[config.mk]
export PLATFORM = sky130hd
export DESIGN_NAME = pv_hash_top
export DESIGN_NICKNAME = d
export VERILOG_FILES = /design/src/source/pv_hash_pkg.sv /design/src/source/pcr_store.sv /design/src/source/pv_gen_hash.sv /design/src/source/block_fold_core.sv /design/src/source/hash_result.sv /design/src/source/pv_hash_top.sv
export SDC_FILE = /design/constraint.sdc
export NUM_CORES = 2
export LEC_CHECK = 0
export BUFFER_PORTS_ARGS = -buffer_cell sky130_fd_sc_hd__buf_2
export CAP_MARGIN = 5
export CORE_ASPECT_RATIO = 1.1
export CORE_MARGIN = 4
export CORE_UTILIZATION = 30
export DETAILED_ROUTE_END_ITERATION = 8
export REMOVE_ABC_BUFFERS = 1
export SLEW_MARGIN = 10
export SYNTH_ARGS = -nofsm -noshare
export SYNTH_HDL_FRONTEND = slang
export SYNTH_SLANG_ARGS = --single-unit
[constraint.sdc]
create_clock -name clk -period 37.7 [get_ports clk]
set_clock_uncertainty 0.15 [all_clocks]
set_input_delay 7.54 -clock clk [delete_from_list [all_inputs] [get_ports clk]]
set_output_delay 7.54 -clock clk [all_outputs]
set_load 0.01 [all_outputs]
[src/source/pv_hash_pkg.sv]
// Shared sizes for the PCR hash generator
// Message padding constants and fold core parameters

package pv_hash_pkg;

  // Dword width used by the PCR store, the sequencer and the core
  localparam int PV_DATA_W = 32;

  // PCR store geometry
  localparam int PV_NUM_PCR = 8;
  localparam int PV_NUM_DWORDS = 4;
  localparam int PV_ENTRY_ADDR_W = 3;
  localparam int PV_ENTRY_SIZE_WIDTH = 2;

  // The nonce is appended after the last PCR dword
  localparam int PV_SIZE_OF_NONCE = 32;

  // The block buffer of the hashing core holds one dword per slot
  localparam int BLOCK_NO = 32;
  localparam int BLOCK_OFFSET_W = 5;

  // The 128-bit length field takes the last four dwords of the final block
  localparam int PAD_LEN_DWORD = BLOCK_NO - 4;

  // Message length in bits covers all PCR dwords and the nonce
  localparam logic [4*PV_DATA_W-1:0] PAD_LENGTH =
    128'(PV_NUM_PCR * PV_NUM_DWORDS * PV_DATA_W + PV_SIZE_OF_NONCE);

  // Starting digest for an init block
  localparam logic [PV_DATA_W-1:0] FOLD_IV = 32'h6a09_e667;

  // Left rotate applied to the digest before each word is added
  localparam int FOLD_ROT = 5;

endpackage

[src/source/pcr_store.sv]
// PCR register file with 8 entries of 4 dwords
// One synchronous write port and one combinational read port

`timescale 1ns/1ps

module pcr_store
  import pv_hash_pkg::*;
(
  input  logic                           clk,
  input  logic                           rst_b,

  // Write port
  input  logic                           we_i,
  input  logic [PV_ENTRY_ADDR_W-1:0]     wr_entry_i,
  input  logic [PV_ENTRY_SIZE_WIDTH-1:0] wr_offset_i,
  input  logic [PV_DATA_W-1:0]           wr_data_i,

  // Read data is valid in the same cycle as the address
  input  logic [PV_ENTRY_ADDR_W-1:0]     rd_entry_i,
  input  logic [PV_ENTRY_SIZE_WIDTH-1:0] rd_offset_i,
  output logic [PV_DATA_W-1:0]           rd_data_o
);

  logic [PV_DATA_W-1:0] pcr_mem [PV_NUM_PCR][PV_NUM_DWORDS];

  // PCR values start from zero after reset
  always_ff @(posedge clk or negedge rst_b) begin
    if (!rst_b) begin
      for (int e = 0; e < PV_NUM_PCR; e++) begin
        for (int d = 0; d < PV_NUM_DWORDS; d++) begin
          pcr_mem[e][d] <= '0;
        end
      end
    end else if (we_i) begin
      pcr_mem[wr_entry_i][wr_offset_i] <= wr_data_i;
    end
  end

  // The sequencer writes this dword straight into the block buffer
  assign rd_data_o = pcr_mem[rd_entry_i][rd_offset_i];

endmodule

[src/source/pv_gen_hash.sv]
// Hash sequencer FSM
// Streams the PCR dwords, the nonce and the message padding into the core block buffer
// and issues the init, next and last strobes

`timescale 1ns/1ps

module pv_gen_hash
  import pv_hash_pkg::*;
(
  input  logic                           clk,
  input  logic                           rst_b,

  input  logic                           start_i,
  input  logic                           core_ready_i,
  input  logic                           core_digest_valid_i,
  input  logic [PV_SIZE_OF_NONCE-1:0]    nonce_i,
  input  logic [PV_DATA_W-1:0]           rd_data_i,

  output logic                           gen_hash_ip_o,
  output logic                           init_o,
  output logic                           next_o,
  output logic                           last_o,

  output logic                           block_we_o,
  output logic [BLOCK_OFFSET_W-1:0]      block_offset_o,
  output logic [PV_DATA_W-1:0]           block_wr_data_o,

  output logic [PV_ENTRY_ADDR_W-1:0]     rd_entry_o,
  output logic [PV_ENTRY_SIZE_WIDTH-1:0] rd_offset_o
);

  typedef enum logic [3:0] {
    ST_IDLE    = 4'b0000,
    ST_BLOCK_0 = 4'b0001,
    ST_BLOCK_N = 4'b0011,
    ST_NONCE   = 4'b0010,
    ST_PAD_LD1 = 4'b0110,
    ST_PAD_0S  = 4'b0111,
    ST_PAD_LEN = 4'b0101,
    ST_WT_LAST = 4'b0100,
    ST_DONE    = 4'b1100
  } gen_state_e;

  gen_state_e state_q;
  gen_state_e state_d;

  // One extra bit so that a full buffer shows as offset BLOCK_NO
  logic [BLOCK_OFFSET_W:0] block_offset_q;
  logic [BLOCK_OFFSET_W:0] block_offset_d;
  logic                    block_full;
  logic                    blk_handoff;

  // Set at start and cleared once the first block has gone out as init
  logic init_pend_q;

  logic [PV_ENTRY_ADDR_W-1:0]     rd_entry_q;
  logic [PV_ENTRY_ADDR_W-1:0]     rd_entry_d;
  logic [PV_ENTRY_SIZE_WIDTH-1:0] rd_offset_q;
  logic [PV_ENTRY_SIZE_WIDTH-1:0] rd_offset_d;
  logic                           inc_rd_ptr;
  logic                           rst_rd_ptr;
  logic                           entry_wrap;
  logic                           last_dword_rd;

  logic [3:0][PV_DATA_W-1:0] pad_length;

  logic arc_idle_blk0;
  logic arc_blk0_blkn;
  logic arc_blkn_blkn;
  logic arc_blk0_nonce;
  logic arc_blkn_nonce;
  logic arc_nonce_ld1;
  logic arc_ld1_zeros;
  logic arc_zeros_len;
  logic arc_len_wtlast;
  logic arc_wtlast_done;

  assign pad_length = PAD_LENGTH;

  assign block_full = (block_offset_q == (BLOCK_OFFSET_W+1)'(BLOCK_NO));

  // A full buffer is handed to the core as soon as it is ready
  assign blk_handoff = block_full & core_ready_i &
                       (state_q inside {ST_BLOCK_0, ST_BLOCK_N, ST_NONCE,
                                        ST_PAD_LD1, ST_PAD_0S, ST_PAD_LEN});

  // State arcs
  assign arc_idle_blk0   = (state_q == ST_IDLE) & start_i;
  assign arc_blk0_blkn   = (state_q == ST_BLOCK_0) & block_full & core_ready_i;
  assign arc_blkn_blkn   = (state_q == ST_BLOCK_N) & block_full & core_ready_i;
  assign arc_blk0_nonce  = (state_q == ST_BLOCK_0) & ~block_full & last_dword_rd;
  assign arc_blkn_nonce  = (state_q == ST_BLOCK_N) & ~block_full & last_dword_rd;
  assign arc_nonce_ld1   = (state_q == ST_NONCE) & ~block_full;
  assign arc_ld1_zeros   = (state_q == ST_PAD_LD1) & ~block_full;
  assign arc_zeros_len   = (state_q == ST_PAD_0S) & ~block_full &
                           (block_offset_q == (BLOCK_OFFSET_W+1)'(PAD_LEN_DWORD-1));
  assign arc_len_wtlast  = (state_q == ST_PAD_LEN) & block_full & core_ready_i;
  assign arc_wtlast_done = (state_q == ST_WT_LAST) & core_digest_valid_i;

  // The first handoff of a run is an init, every later one a next
  assign init_o = blk_handoff & init_pend_q;
  assign next_o = blk_handoff & ~init_pend_q;
  assign last_o = (state_q == ST_WT_LAST);

  assign gen_hash_ip_o = (state_q != ST_IDLE);

  // Writes stop while the buffer is full and waiting for the core
  assign block_we_o = ~(state_q inside {ST_IDLE, ST_WT_LAST, ST_DONE}) & ~block_full;
  assign block_offset_o = block_offset_q[BLOCK_OFFSET_W-1:0];

  always_comb begin
    if (blk_handoff) begin
      block_offset_d = '0;
    end else if (block_we_o) begin
      block_offset_d = block_offset_q + 1'b1;
    end else begin
      block_offset_d = block_offset_q;
    end
  end

  // PCR read pointer walks the dword offset first, then the entry
  assign inc_rd_ptr    = (state_q inside {ST_BLOCK_0, ST_BLOCK_N}) & ~block_full;
  assign rst_rd_ptr    = arc_blk0_nonce | arc_blkn_nonce;
  assign entry_wrap    = (rd_offset_q == PV_ENTRY_SIZE_WIDTH'(PV_NUM_DWORDS-1));
  assign last_dword_rd = entry_wrap & (rd_entry_q == PV_ENTRY_ADDR_W'(PV_NUM_PCR-1));

  always_comb begin
    rd_entry_d  = rd_entry_q;
    rd_offset_d = rd_offset_q;
    if (rst_rd_ptr) begin
      rd_entry_d  = '0;
      rd_offset_d = '0;
    end else if (inc_rd_ptr) begin
      if (entry_wrap) begin
        rd_offset_d = '0;
        rd_entry_d  = rd_entry_q + 1'b1;
      end else begin
        rd_offset_d = rd_offset_q + 1'b1;
      end
    end
  end

  assign rd_entry_o  = rd_entry_q;
  assign rd_offset_o = rd_offset_q;

  // Next state and the dword that goes into the buffer this cycle
  always_comb begin
    state_d         = state_q;
    block_wr_data_o = '0;
    unique case (state_q)
      ST_IDLE: begin
        if (arc_idle_blk0) state_d = ST_BLOCK_0;
      end
      ST_BLOCK_0: begin
        if (arc_blk0_blkn) state_d = ST_BLOCK_N;
        else if (arc_blk0_nonce) state_d = ST_NONCE;
        block_wr_data_o = rd_data_i;
      end
      ST_BLOCK_N: begin
        if (arc_blkn_blkn) state_d = ST_BLOCK_N;
        else if (arc_blkn_nonce) state_d = ST_NONCE;
        block_wr_data_o = rd_data_i;
      end
      ST_NONCE: begin
        if (arc_nonce_ld1) state_d = ST_PAD_LD1;
        block_wr_data_o = nonce_i;
      end
      ST_PAD_LD1: begin
        if (arc_ld1_zeros) state_d = ST_PAD_0S;
        block_wr_data_o = 32'h8000_0000;
      end
      ST_PAD_0S: begin
        if (arc_zeros_len) state_d = ST_PAD_LEN;
      end
      ST_PAD_LEN: begin
        if (arc_len_wtlast) state_d = ST_WT_LAST;
        // Offset 28 takes the most significant length dword
        block_wr_data_o = pad_length[~block_offset_q[1:0]];
      end
      ST_WT_LAST: begin
        if (arc_wtlast_done) state_d = ST_DONE;
      end
      ST_DONE: begin
        state_d = ST_IDLE;
      end
      default: begin
        state_d = ST_IDLE;
      end
    endcase
  end

  always_ff @(posedge clk or negedge rst_b) begin
    if (!rst_b) begin
      state_q        <= ST_IDLE;
      block_offset_q <= '0;
      init_pend_q    <= 1'b0;
      rd_entry_q     <= '0;
      rd_offset_q    <= '0;
    end else begin
      state_q        <= state_d;
      block_offset_q <= block_offset_d;
      rd_entry_q     <= rd_entry_d;
      rd_offset_q    <= rd_offset_d;
      if (arc_idle_blk0) begin
        init_pend_q <= 1'b1;
      end else if (init_o) begin
        init_pend_q <= 1'b0;
      end
    end
  end

endmodule

[src/source/block_fold_core.sv]
// Fold core with a 32-dword write buffer and a working copy
// Folds one word per cycle into a 32-bit digest

`timescale 1ns/1ps

module block_fold_core
  import pv_hash_pkg::*;
(
  input  logic                      clk,
  input  logic                      rst_b,

  // Block buffer write port
  input  logic                      block_we_i,
  input  logic [BLOCK_OFFSET_W-1:0] block_offset_i,
  input  logic [PV_DATA_W-1:0]      block_wr_data_i,

  input  logic                      init_i,
  input  logic                      next_i,
  input  logic                      last_i,

  output logic                      ready_o,
  output logic                      digest_valid_o,
  output logic [PV_DATA_W-1:0]      digest_o
);

  logic [PV_DATA_W-1:0] blk_buf  [BLOCK_NO];
  logic [PV_DATA_W-1:0] work_buf [BLOCK_NO];

  logic                      busy_q;
  logic [BLOCK_OFFSET_W-1:0] word_cnt_q;
  logic [PV_DATA_W-1:0]      digest_q;
  logic                      digest_valid_q;

  logic                      blk_start;
  logic                      last_word;
  logic [PV_DATA_W-1:0]      digest_rot;
  logic [PV_DATA_W-1:0]      fold_sum;

  // Strobes are only taken while the engine is idle
  assign blk_start = (init_i | next_i) & ~busy_q;
  assign last_word = (word_cnt_q == BLOCK_OFFSET_W'(BLOCK_NO-1));

  // One fold step rotates left and then adds modulo 2^32
  assign digest_rot = {digest_q[PV_DATA_W-FOLD_ROT-1:0],
                       digest_q[PV_DATA_W-1:PV_DATA_W-FOLD_ROT]};
  assign fold_sum   = digest_rot + work_buf[word_cnt_q];

  // The working copy lets the sequencer refill the buffer during a fold
  always_ff @(posedge clk) begin
    if (block_we_i) begin
      blk_buf[block_offset_i] <= block_wr_data_i;
    end
    if (blk_start) begin
      work_buf <= blk_buf;
    end
  end

  always_ff @(posedge clk or negedge rst_b) begin
    if (!rst_b) begin
      busy_q         <= 1'b0;
      word_cnt_q     <= '0;
      digest_q       <= '0;
      digest_valid_q <= 1'b0;
    end else begin
      digest_valid_q <= 1'b0;
      if (blk_start) begin
        busy_q     <= 1'b1;
        word_cnt_q <= '0;
        // A next block chains from the digest of the previous block
        if (init_i) begin
          digest_q <= FOLD_IV;
        end
      end else if (busy_q) begin
        digest_q   <= fold_sum;
        word_cnt_q <= word_cnt_q + 1'b1;
        if (last_word) begin
          busy_q         <= 1'b0;
          digest_valid_q <= last_i;
        end
      end
    end
  end

  assign ready_o        = ~busy_q;
  assign digest_valid_o = digest_valid_q;
  assign digest_o       = digest_q;

endmodule

[src/source/hash_result.sv]
// Digest holding register and done flag

`timescale 1ns/1ps

module hash_result
  import pv_hash_pkg::*;
(
  input  logic                 clk,
  input  logic                 rst_b,
  input  logic                 start_i,
  input  logic                 digest_valid_i,
  input  logic [PV_DATA_W-1:0] digest_i,
  output logic [PV_DATA_W-1:0] digest_o,
  output logic                 done_o
);

  // The digest stays stable until the next run completes
  always_ff @(posedge clk or negedge rst_b) begin
    if (!rst_b) begin
      digest_o <= '0;
      done_o   <= 1'b0;
    end else if (digest_valid_i) begin
      digest_o <= digest_i;
      done_o   <= 1'b1;
    end else if (start_i) begin
      done_o <= 1'b0;
    end
  end

endmodule

[src/source/pv_hash_top.sv]
// Top level of the PCR hash generator
// Connects the PCR store, the sequencer, the fold core and the result register

`timescale 1ns/1ps

module pv_hash_top
  import pv_hash_pkg::*;
(
  input  logic                           clk,
  input  logic                           rst_b,

  input  logic                           pcr_we_i,
  input  logic [PV_ENTRY_ADDR_W-1:0]     pcr_wr_entry_i,
  input  logic [PV_ENTRY_SIZE_WIDTH-1:0] pcr_wr_offset_i,
  input  logic [PV_DATA_W-1:0]           pcr_wr_data_i,

  input  logic                           start_i,
  input  logic [PV_SIZE_OF_NONCE-1:0]    nonce_i,

  output logic                           busy_o,
  output logic                           done_o,
  output logic [PV_DATA_W-1:0]           digest_o
);

  logic [PV_ENTRY_ADDR_W-1:0]     rd_entry;
  logic [PV_ENTRY_SIZE_WIDTH-1:0] rd_offset;
  logic [PV_DATA_W-1:0]           rd_data;

  logic                           core_init;
  logic                           core_next;
  logic                           core_last;
  logic                           core_ready;
  logic                           core_digest_valid;
  logic [PV_DATA_W-1:0]           core_digest;

  logic                           block_we;
  logic [BLOCK_OFFSET_W-1:0]      block_offset;
  logic [PV_DATA_W-1:0]           block_wr_data;

  pcr_store u_pcr_store (
    .clk         (clk),
    .rst_b       (rst_b),
    .we_i        (pcr_we_i),
    .wr_entry_i  (pcr_wr_entry_i),
    .wr_offset_i (pcr_wr_offset_i),
    .wr_data_i   (pcr_wr_data_i),
    .rd_entry_i  (rd_entry),
    .rd_offset_i (rd_offset),
    .rd_data_o   (rd_data)
  );

  // Decode picks which word goes into which buffer slot
  pv_gen_hash u_gen_hash (
    .clk                 (clk),
    .rst_b               (rst_b),
    .start_i             (start_i),
    .core_ready_i        (core_ready),
    .core_digest_valid_i (core_digest_valid),
    .nonce_i             (nonce_i),
    .rd_data_i           (rd_data),
    .gen_hash_ip_o       (busy_o),
    .init_o              (core_init),
    .next_o              (core_next),
    .last_o              (core_last),
    .block_we_o          (block_we),
    .block_offset_o      (block_offset),
    .block_wr_data_o     (block_wr_data),
    .rd_entry_o          (rd_entry),
    .rd_offset_o         (rd_offset)
  );

  // Execute
  block_fold_core u_fold_core (
    .clk             (clk),
    .rst_b           (rst_b),
    .block_we_i      (block_we),
    .block_offset_i  (block_offset),
    .block_wr_data_i (block_wr_data),
    .init_i          (core_init),
    .next_i          (core_next),
    .last_i          (core_last),
    .ready_o         (core_ready),
    .digest_valid_o  (core_digest_valid),
    .digest_o        (core_digest)
  );

  // Result
  hash_result u_result (
    .clk            (clk),
    .rst_b          (rst_b),
    .start_i        (start_i),
    .digest_valid_i (core_digest_valid),
    .digest_i       (core_digest),
    .digest_o       (digest_o),
    .done_o         (done_o)
  );

endmodule

==> summary.md <==
| Metric | Value |
|---|---|
| RSZ-0062 raised after global routing | `false` |
| Cell count after synthesis | `between 5,000 and 6,000` |
| Total vias in the final route | `between 50,000 and 60,000` |
| Postcts setup bufs | `0` |
| Cell Rows | `around 240` |
| Power Density | `about 53 mW/mm2` |
| Area of the multi-input gates | `0.0309 mm2` |
| CP peak stage delay | `0.87 ns` |
| Critical path class | `in -> async` |
| TritonCTS clock tree | `yes` |
| Vias per cell | `around 4.9` |
| Initial Util | `0.302` |
| Clk buf depth | `4` |
| Clock Sink Count | `3,160` |
| Placed Instances | `around 11,000` |
| Synth Area per Inst | `20.7 um2` |
| Synth Register Bits | `approximately 3,200` |
| H-tree level count | `5` |
| Clock latency on the worst-skew pair | `between 0.8 and 0.9 ns` |
| Crit-path slowest cell | `buf_4` |
| Outcome | `completed` |
| DRC Markers | `0` |
| 1st-iter DRT viols | `between 5,000 and 6,000` |
| Most common cell type on the critical path | `buf_4` |
| Capturing element type of the critical path | `async pin` |
| Area Overhead vs Synth | `14.2%` |
| Io pins | `roughly 110` |
| Startpoint Class | `primary input` |
| Total CTS buffers | `315` |
| Post-synthesis sequential area ratio | `0.737` |
| FF+latch area | `between 0.08 and 0.09 mm2` |
| First-pass GRT wire length | `roughly 430,000 um` |
| Fraction of layout cells with a size suffix above 1 | `0.400` |
| Sum Neg Setup Slack | `0 ns` |
| DRT antenna net count | `0` |
| Req. time, crit path | `around 38 ns` |
| Slew margin rel. | `0.171` |
| Max-Cap Viols | `0` |
| Clock transition at path regs | `roughly 0.06 ns` |
| Cell Area, Synth | `approximately 0.12 mm2` |
| Nets | `between 6,000 and 7,000` |
| Die Y | `~670 um` |
| Worst Tran Pin Value | `between 1 and 1.5 ns` |
| Final setup violating endpoints | `0` |
| Number of synthesized flops with an enable pin | `around 2,000` |
| Die area | `about 0.41 mm2` |
| Die width | `614 um` |
| Root Buffer | `clkbuf_16` |
| Synth warnings | `0` |
| Post-CTS sizing | `0` |
| Leak | `about 43 nW` |
| Crit path DAT | `~11 ns` |
| CP cell instances | `buf_8 -> buf_12 -> buf_4 -> buf_4 -> buf_4` |
| Post-DP HPWL | `161,000 um` |
| Pre-antenna DRT Iters | `6` |
| Final Wtd Congestion | `just under 0.8` |
| Non-filler instance count after layout | `11,580` |
| Core box area | `about 0.4 mm2` |
| Final Cycle Share | `0.286` |
| Final Slew Violations | `0` |
| Asr flop ratio synth | `0.352` |
| Number of global-route vias before repair | `a little over 60,000` |
| Post-CTS Hold Buffers | `0` |
| Main synth FF type | `edfxtp_1` |
| Fill count | `between 30,000 and 40,000` |
| Min Tclk post-route | `10.79 ns` |
| Largest net degree at the start of global routing | `around 200` |
| Final Hold Viols | `0` |
| Wire per inst | `25.6 um` |
| Worst hold path class | `reg -> reg` |
| Total GRT Usage | `0.141` |
| Initial antenna violation count | `34` |
| Maximum fanout along the worst path | `160` |
| Library cells used by synthesis | `63` |
| GRT overflow | `0` |
| Highest clock rate | `92.7 MHz` |
| Routed WL | `around 300,000 um` |
| Port Buf Inserts | `106` |
| Worst VDD drop | `around 0.036 mV` |
==> metal layers <==
layer,track usage,vias to the layer above,part of all wire
li1,-,23679,-
met1,0.192,31305,0.43
met2,0.233,1716,0.49
met3,0.0237,507,0.058
met4,0.0363,14,0.026
met5,0,-,0.00033
==> layout make-up <==
type                    instances  share of cell area
clock inverters               140             0.00792
well taps                    5289              0.0478
flip-flops and latches       3160               0.646
multi-input cells            2313               0.223
diodes                          5           0.0000904
repair buffers                240              0.0121
inverters                      16            0.000488
clock buffers                 417              0.0624
==> cell usage after synthesis, drive strengths merged (2+ instances only) <==
| cell type | n | area [um2] |
|---|---|---|
| dfrtp | 1112 | 27800 |
| or2 | 3 | 18.8 |
| nand2b | 4 | 25.0 |
| o21a | 5 | 37.5 |
| a211oi | 4 | 30.0 |
| o21ai | 70 | 350 |
| nand3b | 8 | 60.1 |
| a41oi | 2 | 17.5 |
| nand2 | 108 | 405 |
| nor2 | 83 | 312 |
| o31ai | 4 | 30.0 |
| edfxtp | 2048 | 61500 |
| ha | 41 | 513 |
| a2111oi | 2 | 23.8 |
| xor2 | 9 | 78.8 |
| mux2i | 35 | 350 |
| nor3b | 4 | 30.0 |
| and4 | 2 | 17.5 |
| inv | 16 | 60.1 |
| o211ai | 2 | 15.0 |
| a211o | 3 | 26.3 |
| a31o | 2 | 17.5 |
| a21oi | 54 | 270 |
| o22a | 5 | 43.8 |
| nand4b | 2 | 17.5 |
| xnor2 | 18 | 158 |
| o22ai | 4 | 25.0 |
| buf | 121 | 510 |
| clkbuf | 255 | 957 |
| o2111ai | 2 | 17.5 |
| mux4 | 639 | 14400 |
| nor2b | 5 | 31.3 |
| or3 | 3 | 18.8 |
| mux2 | 1090 | 12300 |
| o21bai | 2 | 15.0 |
| nand3 | 23 | 115 |
| and3 | 9 | 56.3 |
| and2 | 2 | 12.5 |
| a31oi | 8 | 50.1 |
| or3b | 3 | 26.3 |
| nor3 | 13 | 65.1 |
| a21o | 17 | 128 |
| nand4 | 7 | 43.8 |
| a22oi | 2 | 15.0 |
==> worst max-delay path, delay by kind of cell <==
family                 cells  cell delay [ns]
buffers and inverters      5             3.58
==> where the power goes <==
| group | internal (W) | switching, W |
|---|---|---|
| clock network | 0.00170 | 0.00129 |
| registers | 0.00387 | 0.000106 |
| logic | 0.000248 | 0.000155 |
| total | 0.00582 | 0.00156 |
==> logic make-up (layout without fill, tap and decap cells) <==
family / count (synthesis) / after routing / synth area share
flip-flops: 3160 / 3160 / 0.737
multiplexers: 1764 / 1764 / 0.223
buffers and inverters: 392 / 813 / 0.0126
AND/OR/NAND/NOR: 282 / 282 / 0.0105
AO/OA/AOI/OAI: 198 / 198 / 0.00998
adder cells (fa/ha/maj): 42 / 42 / 0.00440
XOR/XNOR: 27 / 27 / 0.00195
other: 0 / 5 / 0
==> worst paths after layout <==
check | start | endpoint | slack, ns | cells past startpoint
min in group asynchronous | rst_b | u_pcr_store.pcr_mem[285] | 6.54 | 1
worst min-delay path | u_fold_core.blk_buf[943] | u_fold_core.work_buf[943] | 0.20 | 0
max in group clk | u_gen_hash.state_q[3] | busy_o | 27.03 | 3
worst max-delay path | rst_b | u_pcr_store.pcr_mem[475] | 26.91 | 5
worst min register to register | u_fold_core.blk_buf[943] | u_fold_core.work_buf[943] | 0.20 | 0
worst max register to register | u_fold_core.word_cnt_q[1] | u_fold_core.digest_o[31] | 31.06 | 14
==> state kept, by name (all words and copies together), names as in the netlist <==
signal                      count
u_fold_core.blk_buf          1024
u_fold_core.work_buf         1024
u_pcr_store.pcr_mem          1024
u_fold_core.digest_o           32
u_result.digest_o              32
u_gen_hash.block_offset_q       6
u_fold_core.word_cnt_q          5
u_gen_hash.state_q              4
u_gen_hash.rd_entry_o           3
u_gen_hash.rd_offset_o          2
u_fold_core.busy_q              1
u_fold_core.digest_valid_o      1
u_gen_hash.init_pend_q          1
u_result.done_o                 1
==> metrics by stage <==
step	worst slack [ns]	hold WS [ns]	util	power, W	instance area [um2]
2_1_floorplan	15.31	0.250	-	0.00429	120000
3_3_place_gp	25.87	0.250	0.320	0.00441	128000
3_5_place_dp	25.60	0.255	0.320	0.00445	129000
4_1_cts	26.52	0.211	0.344	0.00745	138000
5_1_grt	26.25	0.219	0.344	0.00764	138000
6_report	26.91	0.205	0.344	0.00737	138000
==> cells in the final DEF, fill, tap and decap left out, types with 17 or more instances in the layout <==
cell type	instances
xnor2_1	18
mux2i_1	35
clkbuf_8	24
mux2_2	1090
clkbuf_16	321
nor2_1	35
clkinv_2	41
nor2_4	48
clkbuf_1	72
a21oi_1	54
dfrtp_1	1102
o21ai_0	40
nand2_1	91
edfxtp_1	2048
ha_1	41
buf_2	105
nand3_1	23
a21o_1	17
mux4_2	636
clkinv_1	57
buf_4	122
Power figures use the tool's default switching activity.
